--- config.mk ---
export PLATFORM = sky130hd
export DESIGN_NAME = sap_top
export DESIGN_NICKNAME = d
export VERILOG_FILES = /design/src/sap_pkg.sv /design/src/sap_bus_if.sv /design/src/sap_accumulator_unit.sv /design/src/sap_controller.sv /design/src/sap_memory.sv /design/src/sap_program_counter.sv /design/src/sap_top.sv
export SDC_FILE = /design/constraint.sdc
export NUM_CORES = 2
export LEC_CHECK = 0
export BUFFER_PORTS_ARGS = -buffer_cell sky130_fd_sc_hd__buf_2
export CORE_MARGIN = 2
export CORE_UTILIZATION = 55
export CTS_BUF_LIST = sky130_fd_sc_hd__clkbuf_4
export CTS_CLUSTER_DIAMETER = 120
export DETAILED_ROUTE_END_ITERATION = 6
export PLACE_DENSITY = 0.71
export SETUP_SLACK_MARGIN = 0.3
export SYNTH_ARGS = -nofsm -noshare
export SYNTH_HDL_FRONTEND = slang
export SYNTH_SLANG_ARGS = --single-unit
--- constraint.sdc ---
create_clock -name clk -period 43.5 [get_ports clk]
set_clock_uncertainty 0.1 [all_clocks]
set_input_delay 4.35 -clock clk [delete_from_list [all_inputs] [get_ports clk]]
set_output_delay 4.35 -clock clk [all_outputs]
set_load 0.02 [all_outputs]
--- src/sap_pkg.sv ---
`default_nettype none

package sap_pkg;

    localparam int data_w = 12;  // Data and instruction word.
    localparam int addr_w = 8;   // RAM address and operand field.
    localparam int opc_w  = 4;   // Opcode field above the operand.

    typedef enum logic [opc_w-1:0] {
        op_nop  = 4'h0,  // No operation.
        op_lda  = 4'h1,  // Acc from memory.
        op_ldi  = 4'h2,  // Acc from zero-extended immediate.
        op_sta  = 4'h3,  // Memory from acc.
        op_add  = 4'h4,
        op_sub  = 4'h5,
        op_and  = 4'h6,
        op_or   = 4'h7,
        op_xor  = 4'h8,
        op_jmp  = 4'h9,  // Unconditional jump.
        op_jz   = 4'ha,  // Jump on acc zero.
        op_jn   = 4'hb,  // Jump on acc bit 11.
        op_call = 4'hc,  // Push return address, then jump.
        op_ret  = 4'hd,  // Pop return address.
        op_out  = 4'he,  // Acc to output port.
        op_hlt  = 4'hf   // Stop and go idle.
    } opcode_e;

    typedef enum logic [2:0] {
        st_idle,
        st_fetch_addr,   // MAR from PC.
        st_fetch_instr,  // IR from RAM, PC incremented.
        st_execute,
        st_mem_access,   // Operand read or store.
        st_out_wait      // Held until output handshake.
    } state_e;

    typedef enum logic [2:0] {
        alu_pass_mem,
        alu_pass_imm,
        alu_add,
        alu_sub,
        alu_and,
        alu_or,
        alu_xor
    } alu_op_e;

    typedef struct packed {
        logic    pc_inc;
        logic    pc_load;      // Jump target from operand.
        logic    pc_push;      // Save return address with pc_load.
        logic    pc_pop;
        logic    pc_clear;     // Restart at address 0.
        logic    mar_load;
        logic    mar_from_ir;  // Else from PC.
        logic    ram_write;    // Run-time store of acc.
        logic    prog_write;   // External program load.
        logic    acc_load;
        alu_op_e acc_op;
        logic    out_load;
    } ctrl_word_t;

endpackage

`default_nettype wire

--- src/sap_bus_if.sv ---
`timescale 1ns/1ps
`default_nettype none

interface sap_bus_if;

    sap_pkg::ctrl_word_t          cw;          // Control bits for this cycle.
    logic [sap_pkg::addr_w-1:0]   pc_value;
    logic [sap_pkg::addr_w-1:0]   ir_operand;  // Low byte of IR.
    logic [sap_pkg::data_w-1:0]   mem_rdata;   // Word at MAR.
    logic [sap_pkg::data_w-1:0]   acc_value;
    logic                         acc_zero;
    logic                         acc_neg;

    modport ctrl (output cw, output ir_operand, input mem_rdata, input acc_zero,
                  input acc_neg);
    modport pc   (input cw, input ir_operand, output pc_value);
    modport mem  (input cw, input pc_value, input ir_operand, input acc_value,
                  output mem_rdata);
    modport acc  (input cw, input mem_rdata, input ir_operand, output acc_value,
                  output acc_zero, output acc_neg);

endinterface

`default_nettype wire

--- src/sap_accumulator_unit.sv ---
`timescale 1ns/1ps
`default_nettype none

module sap_accumulator_unit (
    input  logic                       clk,
    input  logic                       rst,
    output logic [sap_pkg::data_w-1:0] out_data,
    sap_bus_if.acc                     bus
);

    logic [sap_pkg::data_w-1:0] acc;
    logic [sap_pkg::data_w-1:0] imm;         // Zero-extended operand.
    logic [sap_pkg::data_w-1:0] alu_result;

    assign imm = {{(sap_pkg::data_w - sap_pkg::addr_w){1'b0}}, bus.ir_operand};

    always_comb begin
        unique case (bus.cw.acc_op)
            sap_pkg::alu_pass_imm: alu_result = imm;
            sap_pkg::alu_add:      alu_result = acc + bus.mem_rdata;  // Wraps at 12 bits.
            sap_pkg::alu_sub:      alu_result = acc - bus.mem_rdata;
            sap_pkg::alu_and:      alu_result = acc & bus.mem_rdata;
            sap_pkg::alu_or:       alu_result = acc | bus.mem_rdata;
            sap_pkg::alu_xor:      alu_result = acc ^ bus.mem_rdata;
            default:               alu_result = bus.mem_rdata;        // lda.
        endcase
    end

    always_ff @(posedge clk or posedge rst) begin
        if (rst) begin
            acc <= '0;
        end else if (bus.cw.acc_load) begin
            acc <= alu_result;
        end
    end

    always_ff @(posedge clk) begin
        if (bus.cw.out_load) begin
            out_data <= acc;  // Held through the handshake.
        end
    end

    assign bus.acc_value = acc;
    assign bus.acc_zero  = (acc == '0);
    assign bus.acc_neg   = acc[sap_pkg::data_w-1];  // Sign bit.

endmodule

`default_nettype wire

--- src/sap_controller.sv ---
`timescale 1ns/1ps
`default_nettype none

module sap_controller (
    input  logic    clk,
    input  logic    rst,
    input  logic    start,
    input  logic    prog_valid,
    output logic    prog_ready,
    output logic    out_valid,
    input  logic    out_ready,
    output logic    halted,
    sap_bus_if.ctrl bus
);

    sap_pkg::state_e            state;
    sap_pkg::state_e            state_next;
    logic [sap_pkg::data_w-1:0] ir;
    sap_pkg::opcode_e           opcode;
    sap_pkg::alu_op_e           alu_op;

    assign opcode         = sap_pkg::opcode_e'(ir[sap_pkg::data_w-1 -: sap_pkg::opc_w]);
    assign bus.ir_operand = ir[sap_pkg::addr_w-1:0];
    assign prog_ready     = (state == sap_pkg::st_idle);  // Loading only while idle.

    always_comb begin
        unique case (opcode)
            sap_pkg::op_add: alu_op = sap_pkg::alu_add;
            sap_pkg::op_sub: alu_op = sap_pkg::alu_sub;
            sap_pkg::op_and: alu_op = sap_pkg::alu_and;
            sap_pkg::op_or:  alu_op = sap_pkg::alu_or;
            sap_pkg::op_xor: alu_op = sap_pkg::alu_xor;
            default:         alu_op = sap_pkg::alu_pass_mem;  // lda.
        endcase
    end

    always_comb begin
        bus.cw     = '0;
        state_next = state;
        unique case (state)
            sap_pkg::st_idle: begin
                bus.cw.prog_write = prog_valid && prog_ready;  // Load handshake.
                if (start) begin
                    bus.cw.pc_clear = 1'b1;  // Run from address 0.
                    state_next      = sap_pkg::st_fetch_addr;
                end
            end
            sap_pkg::st_fetch_addr: begin
                bus.cw.mar_load = 1'b1;
                state_next      = sap_pkg::st_fetch_instr;
            end
            sap_pkg::st_fetch_instr: begin
                bus.cw.pc_inc = 1'b1;
                state_next    = sap_pkg::st_execute;
            end
            sap_pkg::st_execute: begin
                state_next = sap_pkg::st_fetch_addr;
                case (opcode)
                    sap_pkg::op_ldi: begin
                        bus.cw.acc_load = 1'b1;
                        bus.cw.acc_op   = sap_pkg::alu_pass_imm;
                    end
                    sap_pkg::op_jmp: bus.cw.pc_load = 1'b1;
                    sap_pkg::op_jz:  bus.cw.pc_load = bus.acc_zero;
                    sap_pkg::op_jn:  bus.cw.pc_load = bus.acc_neg;
                    sap_pkg::op_call: begin
                        bus.cw.pc_load = 1'b1;
                        bus.cw.pc_push = 1'b1;  // PC already points past the call.
                    end
                    sap_pkg::op_ret: bus.cw.pc_pop = 1'b1;
                    sap_pkg::op_out: begin
                        bus.cw.out_load = 1'b1;
                        state_next      = sap_pkg::st_out_wait;
                    end
                    sap_pkg::op_hlt: state_next = sap_pkg::st_idle;
                    sap_pkg::op_lda, sap_pkg::op_sta, sap_pkg::op_add, sap_pkg::op_sub,
                    sap_pkg::op_and, sap_pkg::op_or, sap_pkg::op_xor: begin
                        bus.cw.mar_load    = 1'b1;  // Operand address.
                        bus.cw.mar_from_ir = 1'b1;
                        state_next         = sap_pkg::st_mem_access;
                    end
                    default: ;  // nop.
                endcase
            end
            sap_pkg::st_mem_access: begin
                state_next = sap_pkg::st_fetch_addr;
                if (opcode == sap_pkg::op_sta) begin
                    bus.cw.ram_write = 1'b1;
                end else begin
                    bus.cw.acc_load = 1'b1;
                    bus.cw.acc_op   = alu_op;
                end
            end
            sap_pkg::st_out_wait: begin
                if (out_ready) begin
                    state_next = sap_pkg::st_fetch_addr;  // Value taken.
                end
            end
            default: state_next = sap_pkg::st_idle;
        endcase
    end

    always_ff @(posedge clk or posedge rst) begin
        if (rst) begin
            state     <= sap_pkg::st_idle;
            ir        <= '0;
            out_valid <= 1'b0;
            halted    <= 1'b0;
        end else begin
            state <= state_next;
            if (state == sap_pkg::st_fetch_instr) begin
                ir <= bus.mem_rdata;
            end
            if (bus.cw.out_load) begin
                out_valid <= 1'b1;  // Data lands in the same edge.
            end else if (out_valid && out_ready) begin
                out_valid <= 1'b0;
            end
            if (bus.cw.pc_clear) begin
                halted <= 1'b0;  // Start accepted.
            end else if (state == sap_pkg::st_execute && opcode == sap_pkg::op_hlt) begin
                halted <= 1'b1;
            end
        end
    end

endmodule

`default_nettype wire

--- src/sap_memory.sv ---
`timescale 1ns/1ps
`default_nettype none

module sap_memory (
    input  logic                       clk,
    input  logic                       rst,
    input  logic [sap_pkg::addr_w-1:0] prog_addr,
    input  logic [sap_pkg::data_w-1:0] prog_data,
    sap_bus_if.mem                     bus
);

    localparam int depth = 1 << sap_pkg::addr_w;  // 256 words.

    logic [sap_pkg::addr_w-1:0] mar;
    logic [sap_pkg::data_w-1:0] ram [depth];

    assign bus.mem_rdata = ram[mar];  // Asynchronous read.

    always_ff @(posedge clk or posedge rst) begin
        if (rst) begin
            mar <= '0;
        end else if (bus.cw.mar_load) begin
            mar <= bus.cw.mar_from_ir ? bus.ir_operand : bus.pc_value;
        end
    end

    always_ff @(posedge clk) begin
        if (bus.cw.prog_write) begin
            ram[prog_addr] <= prog_data;  // Only while idle.
        end else if (bus.cw.ram_write) begin
            ram[mar] <= bus.acc_value;    // sta.
        end
    end

endmodule

`default_nettype wire

--- src/sap_program_counter.sv ---
`timescale 1ns/1ps
`default_nettype none

module sap_program_counter #(
    parameter int STACK_DEPTH = 4
) (
    input  logic  clk,
    input  logic  rst,
    sap_bus_if.pc bus
);

    localparam int ptr_w = (STACK_DEPTH > 1) ? $clog2(STACK_DEPTH) : 1;
    localparam int cnt_w = $clog2(STACK_DEPTH + 1);

    logic [sap_pkg::addr_w-1:0] pc;
    logic [sap_pkg::addr_w-1:0] stack [STACK_DEPTH];  // Circular return stack.
    logic [ptr_w-1:0]           top;                  // Most recent entry.
    logic [ptr_w-1:0]           top_up;
    logic [ptr_w-1:0]           top_down;
    logic [cnt_w-1:0]           count;                // Live entries.

    assign bus.pc_value = pc;
    assign top_up       = (top == ptr_w'(STACK_DEPTH - 1)) ? '0 : top + 1'b1;
    assign top_down     = (top == '0) ? ptr_w'(STACK_DEPTH - 1) : top - 1'b1;

    always_ff @(posedge clk) begin
        if (bus.cw.pc_push) begin
            stack[top_up] <= pc;  // Oldest entry lost when full.
        end
    end

    always_ff @(posedge clk or posedge rst) begin
        if (rst) begin
            pc    <= '0;
            top   <= '0;
            count <= '0;
        end else if (bus.cw.pc_clear) begin
            pc    <= '0;
            top   <= '0;
            count <= '0;
        end else if (bus.cw.pc_load) begin
            pc <= bus.ir_operand;
            if (bus.cw.pc_push) begin
                top <= top_up;
                if (count != cnt_w'(STACK_DEPTH)) begin
                    count <= count + 1'b1;  // Saturates at depth.
                end
            end
        end else if (bus.cw.pc_pop) begin
            if (count == '0) begin
                pc <= '0;  // Empty stack returns to 0.
            end else begin
                pc    <= stack[top];
                top   <= top_down;
                count <= count - 1'b1;
            end
        end else if (bus.cw.pc_inc) begin
            pc <= pc + 1'b1;
        end
    end

endmodule

`default_nettype wire

--- src/sap_top.sv ---
`timescale 1ns/1ps
`default_nettype none

module sap_top #(
    parameter int STACK_DEPTH = 4
) (
    input  logic                       clk,
    input  logic                       rst,
    input  logic                       start,
    input  logic                       prog_valid,
    output logic                       prog_ready,
    input  logic [sap_pkg::addr_w-1:0] prog_addr,
    input  logic [sap_pkg::data_w-1:0] prog_data,
    output logic                       out_valid,
    input  logic                       out_ready,
    output logic [sap_pkg::data_w-1:0] out_data,
    output logic                       halted
);

    sap_bus_if bus ();  // Controller to datapath links.

    sap_controller ctrl_inst (
        .clk        (clk),
        .rst        (rst),
        .start      (start),
        .prog_valid (prog_valid),
        .prog_ready (prog_ready),
        .out_valid  (out_valid),
        .out_ready  (out_ready),
        .halted     (halted),
        .bus        (bus.ctrl)
    );

    sap_program_counter #(
        .STACK_DEPTH (STACK_DEPTH)
    ) pc_inst (
        .clk (clk),
        .rst (rst),
        .bus (bus.pc)
    );

    sap_memory mem_inst (
        .clk       (clk),
        .rst       (rst),
        .prog_addr (prog_addr),
        .prog_data (prog_data),
        .bus       (bus.mem)
    );

    sap_accumulator_unit acc_inst (
        .clk      (clk),
        .rst      (rst),
        .out_data (out_data),
        .bus      (bus.acc)
    );

endmodule

`default_nettype wire

==> impl_metrics.json <==
{
  "min_path_type": "flip-flop to flip-flop",
  "drt_wl_total_um": 324000,
  "ant_nets": 0,
  "p_int_mw": 5.60,
  "ys_async_sr_fraction": 0.0158,
  "dieArea_um2": 229000,
  "critPathArrivalTime_ns": 10.79,
  "first_pass_iters": 7,
  "setup-tns-final_ns": 0,
  "clock-root-buffer": "clkbuf_4",
  "syn_avg_cell_area_um2": 21.6,
  "grt_setup_unrepaired": "no",
  "port_buffers": 39,
  "coreArea_um2": 224000,
  "grt_antenna_before_repair": 16,
  "die_height_um": 479,
  "grtUsageTotal": 0.284,
  "path_clk_slew_ns": 0.07,
  "htreeDepth": 6,
  "power.density_nw_per_um2": 60.7,
  "rows": 174,
  "yosys_most_used_dff": "edfxtp_1",
  "maxCapViolCount": 0,
  "worstSetupStartpointType": "flip-flop",
  "status": "finished, final reports clean",
  "grt_pass1_wl_um": 464000,
  "dr.first_iter.drc_count": 9474,
  "critPathBufInv": 4,
  "drive_gt1_frac": 0.345,
  "netlist_area_um2": 124000,
  "wl_per_cell_um": 32.2,
  "critical_path.max_stage_delay_ns": 0.99,
  "synthCells": 5747,
  "multiInputGateArea_um2": 27400,
  "path_max_fanout": 82,
  "final_util": 0.615,
  "power_frac_comb": 0.307,
  "seq_area_um2": 94800,
  "cts_resized": 0,
  "end_kind": "flip-flop",
  "fill_cells": 15500,
  "num_vias": 65300,
  "netlist_top_cells_count": "edfxtp_1 (3,116), mux4_2 (816), nor2_1 (340)",
  "tightest_slew_ns": 1.50,
  "cpMostUsedCell": "buf_4",
  "grt_max_degree": 177,
  "period_minus_slack_ns": 9.48,
  "synth.top_cell.area_share": 0.755,
  "synth_area_leaders": "edfxtp_1 (75%), mux4_2 (15%), nor2_1 (1.0%)",
  "viasPerCell": 6.48,
  "gr-total-overflow": 0,
  "pwr-share-clk": 0.280,
  "path_delay_family": "compound AO/OA/AOI/OAI gates",
  "vdd_ir_drop_max_mv": 0.0569,
  "ys.warnings.count": 0,
  "holdBufCountCts": 0,
  "cp_data_required_time_ns": 44.81,
  "cts_buffers": 764,
  "cts_tree": "done",
  "switching_share": 0.332,
  "critPathSlowestCell": "dfrtp_4",
  "relSlewSlack": 0.000180,
  "clk_latency_ns": 1.51,
  "finalHoldViolCount": 0,
  "synth_area_leader_cell": "edfxtp_1",
  "fin_crit_sh": 0.218,
  "fmax_mhz": 105,
  "cts_sinks": 3166,
  "area_delta_synth_final_pct": 11.4,
  "worstSetupPathType": "flip-flop to flip-flop",
  "nets": 6614,
  "drc": 0,
  "dpl.hpwl_um": 193000,
  "slew_violations": 0,
  "first_global_vias": 64900,
  "seq_area_frac_synth": 0.765,
  "crit_chain": "buf_12 > buf_4 > buf_4 > buf_4 > mux4_2 > a22o_1 > a221oi_1 > o22ai_1 > o21ai_0 > o211ai_1 > nor4_1 > a31oi_1 > xnor2_1 > ha_1 > or3_1 > o21ai_0 > a21oi_1 > xnor2_1 > or4b_1 > o211ai_1",
  "yosysMostFrequentCell": "edfxtp_1",
  "ys_ff_latch": 3166,
  "ios": 40,
  "initial_utilization": 0.552,
  "clockBufferDepth": 4,
  "syn_nets": 5818,
  "pwr-share-seq": 0.413,
  "post_cts_buffers": 0,
  "synthDistinctLibCells": 86,
  "die_w_um": 479,
  "leakagePower_nw": 44.0,
  "setup_viol": 0,
  "synth_edf_count": 3116,
  "p_switching_mw": 2.78,
  "gp_congestion": 0.888
}
[cell families after synthesis]
kind of cell	count (synthesis)	synth area share
XOR/XNOR	23	0.00162
buffers and inverters	371	0.0168
adder cells (fa/ha/maj)	46	0.00476
AND/OR/NAND/NOR	702	0.0245
flip-flops	3166	0.765
multiplexers	942	0.159
AO/OA/AOI/OAI	497	0.0287
[placed cells by master (no fill, tap or decap), drive strengths merged, types with 52 or more instances in the layout]
cell type and n:
clkbuf 1068, a22oi 77, mux2i 70, inv 52
edfxtp 3116, mux2 56, nor2 340, a21oi 57
mux4 816, buf 356, nand2 195, o21ai 84
clkinv 196, o22ai 53, a221oi 67
[registers in the layout, indices dropped and copies added, names as in the netlist, 2 cells and up]
signal	cells
acc_inst.bus.acc_value	12
acc_inst.out_data	12
ctrl_inst.state	3
pc_inst.top	2
pc_inst.bus.pc_value	8
mem_inst.mar	8
ctrl_inst.ir	12
mem_inst.ram	3072
pc_inst.count	3
pc_inst.stack	32
[power by group through the flow]
stage,logic [mW],clock network [mW],registers (mW)
global placement,2.52,0,3.53
CTS,2.54,2.38,3.46
floorplan,1.72,0,3.51
finish,2.57,2.35,3.46
global route,2.67,2.54,3.47
detailed placement,2.53,0,3.53
[per-layer routing]
metal / share of wire / routed length (um) / vias to the layer above / global-route usage
met5: 0.00012 / 39 / - / 0
met3: 0.13 / 40700 / 613 / 0.0789
met4: 0.035 / 11200 / 6 / 0.107
met1: 0.38 / 123000 / 33900 / 0.411
met2: 0.46 / 149000 / 4513 / 0.419
li1: - / - / 26300 / -
[path summary, 6_finish.rpt]
kind,endpoint,cells past startpoint,slack [ns],from
worst min-delay path,ctrl_inst.out_valid,2,0.46,ctrl_inst.out_valid
worst max register to register,acc_inst.bus.acc_value[11],20,34.02,mem_inst.mar[0]
min in group asynchronous,ctrl_inst.out_valid,2,2.61,rst
worst min register to register,ctrl_inst.out_valid,2,0.46,ctrl_inst.out_valid
max in group asynchronous,mem_inst.mar[4],3,39.72,rst
worst max-delay path,acc_inst.bus.acc_value[11],20,34.02,mem_inst.mar[0]
[through the flow]
| stage | cell area (um2) | hold WS [ns] | setup slack, ns | std cells | power [mW] |
|---|---|---|---|---|---|
| 2_1_floorplan | 124000 | 0.391 | 29.64 | 5747 | 5.23 |
| 3_3_place_gp | 129000 | 0.421 | 34.05 | 8768 | 6.05 |
| 3_5_place_dp | 129000 | 0.446 | 34.11 | 8769 | 6.06 |
| 4_1_cts | 138000 | 0.464 | 34.11 | 10100 | 8.38 |
| 5_1_grt | 138000 | 0.516 | 33.52 | 10100 | 8.68 |
| 6_report | 138000 | 0.463 | 34.02 | 10100 | 8.38 |
[tightest hold or removal path: cells and delay by family (launching register included)]
family	cells	cell delay (ns)
AO/OA/AOI/OAI	1	0.08
buffers and inverters	1	0.06
flip-flops	1	0.38
[final cells by class]
class	count	share of cell area
inverter	45	0.00125
timing repair buffer	356	0.0195
sequential	3166	0.687
multi-input combinational	2210	0.198
clock inverter	221	0.00873
antenna	12	0.000217
tap	2992	0.0271
clock buffer	1068	0.0581
Power figures use the tool's default switching activity.
